<file path="config.mk">
export PLATFORM = sky130hd
export DESIGN_NAME = uart_regs_top
export DESIGN_NICKNAME = d
export VERILOG_FILES = /design/src/design/uart_regs_pkg.sv /design/src/design/uart_ctrl_regs.sv /design/src/design/uart_rd_mux.sv /design/src/design/uart_regs_top.sv /design/src/design/uart_status_sample.sv /design/src/design/uart_wr_decode.sv
export VERILOG_INCLUDE_DIRS = /design/src /design/src/design
export SDC_FILE = /design/constraint.sdc
export NUM_CORES = 1
export LEC_CHECK = 0
export BUFFER_PORTS_ARGS = -buffer_cell sky130_fd_sc_hd__buf_2
export CORE_ASPECT_RATIO = 1.1
export CORE_UTILIZATION = 29
export CTS_CLUSTER_SIZE = 20
export DETAILED_ROUTE_END_ITERATION = 16
export HOLD_SLACK_MARGIN = 0.02
export SYNTH_ARGS = -nofsm -noshare
export SYNTH_HDL_FRONTEND = slang
export SYNTH_SLANG_ARGS = --single-unit
</file>
<file path="constraint.sdc">
create_clock -name clk -period 2.6 [get_ports clk]
set_clock_uncertainty 0.2 [all_clocks]
set_input_delay 0.26 -clock clk [delete_from_list [all_inputs] [get_ports clk]]
set_output_delay 0.26 -clock clk [all_outputs]
set_load 0.02 [all_outputs]
</file>
<file path="src/design/uart_regs_macros.svh">
`ifndef UART_REGS_MACROS_SVH
`define UART_REGS_MACROS_SVH

// --------------------
// Bus and register widths
// --------------------
`define UART_ADDR_W 12                  // Strobe bus address
`define UART_DATA_W 32                  // Strobe bus data
`define UART_BYTE_W 8                   // One UART register

// --------------------
// Register offsets
// --------------------
// Shared offsets, read side first
`define UART_OFS_RBR_THR 12'h000        // Read RBR, write THR
`define UART_OFS_IER     12'h004
`define UART_OFS_IIR_FCR 12'h008        // Read IIR, write FCR
`define UART_OFS_LCR     12'h00C
`define UART_OFS_LSR     12'h014        // Read only
`define UART_OFS_SCR     12'h01C
`define UART_OFS_DLL     12'h020        // Divisor low byte
`define UART_OFS_DLH     12'h024        // Divisor high byte

// Field widths inside a register byte
`define UART_IER_W    4                 // Only the four enables stored
`define UART_RSVD_W   2                 // Reserved pair in FCR and IIR

// MCR, MSR, MDR and STT slots are not decoded

`endif

</file>
<file path="src/design/uart_regs_pkg.sv">
`include "uart_regs_macros.svh"

package uart_regs_pkg;

    // --------------------
    // Plain vectors
    // --------------------
    typedef logic [`UART_ADDR_W-1:0] reg_addr_t;    // Byte address on the strobe bus
    typedef logic [`UART_DATA_W-1:0] bus_data_t;    // Bus word
    typedef logic [`UART_BYTE_W-1:0] uart_byte_t;   // One register

    // --------------------
    // Register layouts
    // --------------------
    typedef struct packed {
        logic edssi;                    // Modem status irq enable
        logic elsi;                     // Line status irq enable
        logic etbei;                    // THR empty irq enable
        logic erbi;                     // Rx data available irq enable
    } ier_t;

    typedef struct packed {
        logic [1:0]              rxfiftl;   // Rx trigger level
        logic [`UART_RSVD_W-1:0] rsvd;      // Always zero
        logic                    dmamode1;
        logic                    txclr;
        logic                    rxclr;
        logic                    fifoen;
    } fcr_t;

    typedef struct packed {
        logic       dlab;               // Stored only, no divisor gating
        logic       bc;                 // Break control
        logic       sp;                 // Stick parity
        logic       eps;                // Even parity select
        logic       pen;                // Parity enable
        logic       stb;                // Stop bits
        logic [1:0] wls;                // Word length
    } lcr_t;

    typedef struct packed {
        logic [1:0]              fifoen;
        logic [`UART_RSVD_W-1:0] rsvd;
        logic [2:0]              intid;     // Interrupt type
        logic                    ipend;     // Low when pending
    } iir_t;

    typedef struct packed {
        logic rxfifoe;
        logic temt;
        logic thre;
        logic bi;
        logic fe;
        logic pe;
        logic oe;
        logic dr;
    } lsr_t;

    // One-hot, one bit per writable register
    typedef struct packed {
        logic thr;
        logic ier;
        logic fcr;
        logic lcr;
        logic scr;
        logic dll;
        logic dlh;
    } wr_en_t;

    // --------------------
    // Core facing bundles
    // --------------------
    typedef struct packed {
        uart_byte_t thr;
        ier_t       ier;
        fcr_t       fcr;
        lcr_t       lcr;
        uart_byte_t scr;
        uart_byte_t dll;
        uart_byte_t dlh;
    } uart_ctrl_t;

    typedef struct packed {
        uart_byte_t rbr;
        iir_t       iir;
        lsr_t       lsr;
    } uart_status_t;

endpackage

</file>
<file path="src/design/uart_ctrl_regs.sv">
`timescale 1ns/1ps
`include "uart_regs_macros.svh"

// Control registers driving the UART core
module uart_ctrl_regs
    import uart_regs_pkg::*;
(
    input  logic       clk,
    input  logic       reset_n,
    input  wr_en_t     wr_en,
    input  bus_data_t  wdata,
    output uart_ctrl_t ctrl
);

    uart_byte_t wr_byte;                // Only the low byte carries data

    assign wr_byte = wdata[`UART_BYTE_W-1:0];

    // --------------------
    // Register file
    // --------------------
    always_ff @(posedge clk or negedge reset_n) begin
        if (!reset_n) begin
            ctrl <= '0;
        end else begin
            if (wr_en.thr) begin
                ctrl.thr <= wr_byte;                    // Tx holding byte
            end
            if (wr_en.ier) begin
                ctrl.ier <= ier_t'(wr_byte[`UART_IER_W-1:0]);   // Upper nibble dropped
            end
            if (wr_en.fcr) begin
                ctrl.fcr.rxfiftl  <= wr_byte[7:6];
                ctrl.fcr.rsvd     <= '0;                // Bits 5:4 stay clear
                ctrl.fcr.dmamode1 <= wr_byte[3];
                ctrl.fcr.txclr    <= wr_byte[2];
                ctrl.fcr.rxclr    <= wr_byte[1];
                ctrl.fcr.fifoen   <= wr_byte[0];
            end
            if (wr_en.lcr) begin
                // DLAB kept as plain storage
                ctrl.lcr <= lcr_t'(wr_byte);
            end
            if (wr_en.scr) begin
                ctrl.scr <= wr_byte;                    // Scratch pad
            end
            // Divisor bytes not gated by DLAB
            if (wr_en.dll) begin
                ctrl.dll <= wr_byte;
            end
            if (wr_en.dlh) begin
                ctrl.dlh <= wr_byte;
            end
        end
    end

    // --------------------
    // Checks
    // --------------------
    // A cycle without any enable leaves the core config untouched
    a_ctrl_hold: assert property (
        @(posedge clk) disable iff (!reset_n)
        (wr_en == '0) |=> $stable(ctrl)
    ) else $error("ctrl changed without a write enable");

endmodule

</file>
<file path="src/design/uart_rd_mux.sv">
`timescale 1ns/1ps
`include "uart_regs_macros.svh"

// Read select, zero extend and ack in the strobe cycle
module uart_rd_mux
    import uart_regs_pkg::*;
(
    input  logic         rstrobe,
    input  reg_addr_t    raddr,
    input  uart_ctrl_t   ctrl,
    input  uart_status_t status_q,
    output bus_data_t    rdata,
    output logic         rack,
    output logic         raddrerr
);

    uart_byte_t rd_byte;                // Selected register before extension

    // --------------------
    // Register select
    // --------------------
    always_comb begin
        rd_byte  = '0;
        raddrerr = 1'b0;
        if (rstrobe) begin
            case (raddr)
                `UART_OFS_RBR_THR: rd_byte = status_q.rbr;      // THR not readable
                `UART_OFS_IER:     rd_byte = uart_byte_t'(ctrl.ier);
                `UART_OFS_IIR_FCR: rd_byte = status_q.iir;      // FCR not readable
                `UART_OFS_LCR:     rd_byte = ctrl.lcr;
                `UART_OFS_LSR:     rd_byte = status_q.lsr;
                `UART_OFS_SCR:     rd_byte = ctrl.scr;
                `UART_OFS_DLL:     rd_byte = ctrl.dll;
                `UART_OFS_DLH:     rd_byte = ctrl.dlh;
                default:           raddrerr = 1'b1;            // Reads back zero
            endcase
        end
    end

    // Zero extend to the bus word
    assign rdata = {{(`UART_DATA_W-`UART_BYTE_W){1'b0}}, rd_byte};
    assign rack  = rstrobe;

    // --------------------
    // Checks
    // --------------------
    // Idle bus stays quiet, errors always come with an ack
    always_comb begin
        a_rd_idle: assert #0 (rstrobe || (rdata == '0))
            else $error("rdata nonzero without rstrobe");
        a_rd_err_ack: assert #0 (!raddrerr || rack)
            else $error("raddrerr without rack");
    end

endmodule

</file>
<file path="src/design/uart_regs_top.sv">
`timescale 1ns/1ps
`include "uart_regs_macros.svh"

// Register bank for the UART core on a plain strobe bus
module uart_regs_top
    import uart_regs_pkg::*;
(
    input  logic         clk,
    input  logic         reset_n,
    // Write side
    input  logic         wstrobe,
    input  reg_addr_t    waddr,
    input  bus_data_t    wdata,
    output logic         wack,
    output logic         waddrerr,
    // Read side
    input  logic         rstrobe,
    input  reg_addr_t    raddr,
    output bus_data_t    rdata,
    output logic         rack,
    output logic         raddrerr,
    // UART core
    output uart_ctrl_t   ctrl,
    input  uart_status_t status
);

    wr_en_t       wr_en;                // Decoded register select
    uart_status_t status_q;             // Status one clock behind the core

    // --------------------
    // Write path
    // --------------------
    uart_wr_decode u_wr_decode (
        .wstrobe  (wstrobe),
        .waddr    (waddr),
        .wr_en    (wr_en),
        .wack     (wack),
        .waddrerr (waddrerr)
    );

    uart_ctrl_regs u_ctrl_regs (
        .clk     (clk),
        .reset_n (reset_n),
        .wr_en   (wr_en),
        .wdata   (wdata),
        .ctrl    (ctrl)
    );

    // --------------------
    // Status and read path
    // --------------------
    uart_status_sample u_status_sample (
        .clk      (clk),
        .reset_n  (reset_n),
        .status   (status),
        .status_q (status_q)
    );

    uart_rd_mux u_rd_mux (
        .rstrobe  (rstrobe),
        .raddr    (raddr),
        .ctrl     (ctrl),               // Value before the current edge
        .status_q (status_q),
        .rdata    (rdata),
        .rack     (rack),
        .raddrerr (raddrerr)
    );

endmodule

</file>
<file path="src/design/uart_status_sample.sv">
`timescale 1ns/1ps
`include "uart_regs_macros.svh"

// Status capture one clock behind the core
module uart_status_sample
    import uart_regs_pkg::*;
(
    input  logic         clk,
    input  logic         reset_n,
    input  uart_status_t status,
    output uart_status_t status_q
);

    uart_status_t status_clean;         // Reserved bits forced low

    // --------------------
    // Masking
    // --------------------
    always_comb begin
        status_clean          = status;
        status_clean.iir.rsvd = '0;     // IIR 5:4 read as zero
    end

    // --------------------
    // Capture every clock
    // --------------------
    always_ff @(posedge clk or negedge reset_n) begin
        if (!reset_n) begin
            status_q <= '0;
        end else begin
            status_q <= status_clean;   // Stable copy for the read mux
        end
    end

endmodule

</file>
<file path="src/design/uart_wr_decode.sv">
`timescale 1ns/1ps
`include "uart_regs_macros.svh"

// Write address decode, acked in the strobe cycle
module uart_wr_decode
    import uart_regs_pkg::*;
(
    input  logic      wstrobe,
    input  reg_addr_t waddr,
    output wr_en_t    wr_en,
    output logic      wack,
    output logic      waddrerr
);

    // --------------------
    // Decode
    // --------------------
    always_comb begin
        wr_en    = '0;
        waddrerr = 1'b0;
        if (wstrobe) begin
            case (waddr)
                `UART_OFS_RBR_THR: wr_en.thr = 1'b1;    // Offset 0 writes THR
                `UART_OFS_IER:     wr_en.ier = 1'b1;
                `UART_OFS_IIR_FCR: wr_en.fcr = 1'b1;    // Offset 8 writes FCR
                `UART_OFS_LCR:     wr_en.lcr = 1'b1;
                `UART_OFS_SCR:     wr_en.scr = 1'b1;
                `UART_OFS_DLL:     wr_en.dll = 1'b1;
                `UART_OFS_DLH:     wr_en.dlh = 1'b1;
                // LSR, dropped slots and the rest
                default:           waddrerr  = 1'b1;
            endcase
        end
    end

    assign wack = wstrobe;              // Every strobe done in its own cycle

    // --------------------
    // Checks
    // --------------------
    // No strobe must mean no register load downstream
    always_comb begin
        a_wr_en_onehot: assert #0 ($onehot0(wr_en) && (wstrobe || (wr_en == '0)))
            else $error("wr_en not one-hot or set without wstrobe");
    end

endmodule

</file>
==> impl_metrics.tcl <==
set metrics [dict create \
    synth_area_per_cell_um2 13.0 \
    ys_types 41 \
    rows 41 \
    netlist_area_um2 3380 \
    start_util_pct 29.7 \
    cpMostUsedCell "buf_2" \
    io_pins 172 \
    numCtsBuffers 9 \
    cts_tree "yes" \
    fillerInstances 1108 \
    antenna_cells 0 \
    avgRoutedWirePerCell_um 16.4 \
    drc_errors 0 \
    antenna_found_initial 0 \
    critical_path_arrival_ps 2000 \
    ir_drop_mv 0.292 \
    grt_first_pass_wirelength_mm 14.3 \
    post-route-min-period_ps 2460 \
    final_max_slew_viol_count 0 \
    portBuffers 119 \
    grt_pass1_vias 2616 \
    setup_viol 0 \
    die_w_um 105 \
    cts_buffer_depth 2 \
    hold_viol_final 0 \
    vias_per_cell 4.67 \
    drtIter0Drc 104 \
    crit_chain "buf_2 -> or4_1 -> nor4_4 -> and4_1 -> a222oi_1 -> nor2_1 -> buf_2" \
    fin_ws_ps 136 \
    wirelength_mm 9.31 \
    synthCells 260 \
    gp_congestion 0.741 \
    ys_ff_latch 72 \
    status "finished, final reports clean" \
    hp-class "input pin to flip-flop" \
    maxSlewHeadroom_pct 37.8 \
    ys_seq_area_share_pct 53.3 \
    clock_latency_ps 330 \
    clk_pin_slew_ps 50 \
    crit_path_top_delay_cell "or4_1" \
    start_kind "input pin" \
    die_h_um 115 \
    fin_crit_sh_pct 94.8 \
    vias 2655 \
    crit_type "input pin to primary output" \
    area_growth_syn_to_layout_pct 35.9 \
    ant_nets 0 \
    grt_overflow 0 \
    setup_tns_ps 0 \
    crit_path_end_kind "primary output" \
    cp_max_fo 4 \
    slowest_delay_ps 590 \
    coreArea_um2 11400 \
    ys.warnings.count 0 \
    grt_usage_pct 16.1 \
    hpwl_mm 6.78 \
    p_leak_uw 0.00239 \
    layout_commonest_cell "buf_2" \
    fin_nets 499 \
    place_ws_ps 38.5 \
    maxCapViolations 0 \
    drive_above_1_share_pct 49.9 \
    powerDensity_nw_per_um2 533 \
    cts_setup_buffers 0 \
    cts_root_buffer "clkbuf_16" \
    h-tree-depth 3 \
    layout_common_cells "buf_2, dfrtp_1, mux2_2, conb_1, dlygate4sd3_1" \
    die_area_um2 12100 \
    drtPass1Iterations 5 \
    grt_max_degree 73 \
    grt_setup_unrepaired "no" \
    max_freq_ghz 0.406 \
    cp.required_ps 2140 \
    clkSinkCount 72 \
    tightest_slew_ps 933 \
]
[synthesized netlist by cell type, drive strengths merged]
| master | n | area [um2] |
|---|---|---|
| conb | 1 | 3.75 |
| nand2 | 10 | 40.0 |
| nand2b | 1 | 6.26 |
| a222oi | 3 | 30.0 |
| and4 | 2 | 17.5 |
| nor3b | 1 | 7.51 |
| nor3 | 3 | 15.0 |
| a31oi | 3 | 18.8 |
| mux2i | 8 | 80.1 |
| nor2 | 9 | 41.3 |
| dfrtp | 72 | 1800 |
| buf | 29 | 214 |
| nor4 | 2 | 27.5 |
| and4bb | 1 | 16.3 |
| o21ai | 2 | 10.0 |
| a221oi | 1 | 8.76 |
| o2bb2ai | 2 | 17.5 |
| nor2b | 8 | 50.1 |
| clkbuf | 5 | 18.8 |
| nand3 | 6 | 42.5 |
| mux2 | 60 | 676 |
| o31ai | 1 | 7.51 |
| or4 | 3 | 26.3 |
| a21boi | 1 | 7.51 |
| or3 | 1 | 6.26 |
| nand4b | 2 | 17.5 |
| nand3b | 1 | 20.0 |
| a22oi | 6 | 45.0 |
| a21oi | 3 | 15.0 |
| o21a | 1 | 7.51 |
| o22ai | 4 | 25.0 |
| o22a | 2 | 17.5 |
| nand4 | 3 | 18.8 |
| and3 | 1 | 6.26 |
| a32oi | 2 | 17.5 |
[cells by family after synthesis]
logic type | count (synthesis) | share of synthesized area, %
and+or+nand+nor | 54 | 10.6
other | 1 | 0.111
DFF | 72 | 53.3
AOI/OAI and AO/OA | 31 | 6.74
buffers and inverters | 34 | 6.88
muxes | 68 | 22.4
[state kept, by name, summed over array words and instances (netlist names)]
register	cells
u_ctrl_regs.ctrl	50
u_status_sample.status_q	22
[final timing paths]
check	startpoint	endpoint	slack, ps	cells past startpoint
setup reg to reg	u_ctrl_regs.ctrl[15]	u_ctrl_regs.ctrl[15]	1620	1
setup / recovery	raddr[9]	rdata[0]	140	7
hold reg to reg	u_ctrl_regs.ctrl[33]	u_ctrl_regs.ctrl[33]	300	1
hold / removal	wdata[6]	u_ctrl_regs.ctrl[38]	60	2
max in group asynchronous	reset_n	u_ctrl_regs.ctrl[50]	1170	2
min in group asynchronous	reset_n	u_status_sample.status_q[4]	410	2
[cell type report]
class | count | area [um2] | share of cell area [%]
clock inverters | 1 | 5.00 | 0.109
repair buffers | 153 | 911 | 19.8
clock buffers | 14 | 244 | 5.31
multi-input cells | 179 | 1450 | 31.5
flip-flops and latches | 72 | 1800 | 39.2
well taps | 150 | 188 | 4.08
[what timing repair did]
| item | CTS | global route |
|---|---|---|
| hold buffers | 23 | 0 |
| resized for setup | 0 | 2 |
| hold endpoints to repair | 94 | 0 |
| setup endpoints to repair | 0 | 5 |
[critical path, delay by kind of cell]
kind                   cells  cell delay (ps)
buffers and inverters      2              290
AO/OA/AOI/OAI              1              140
AND/OR/NAND/NOR            4             1320
[through the flow]
stage                     utilization, %  hold WS, ps  cells  power (uW)  cell area [um2]
after floorplan                        -         -236    285        1300             3470
after global placement              36.1          169    531        1380             4110
after detailed placement            36.1          169    531        1380             4110
after CTS                           40.3         49.7    569        2480             4590
after global routing                40.4         66.6    569        2560             4600
final                               40.4         56.2    569        2450             4600
[metal layers]
metal  global-route usage, %  up-vias  routed length [um]
met2                    25.7      119                4380
met4                    7.04        0                 141
met3                    4.76       11                 661
li1                        -     1218                   -
met5                       0        -                   0
met1                    20.3     1307                4130
[where the power goes]
group | total (uW) | switching, uW | internal (uW)
combinational | 235 | 143 | 92.3
clock | 1070 | 426 | 640
sequential | 1150 | 6.93 | 1140
total | 2450 | 576 | 1870
(Power assumes the default switching activity.)
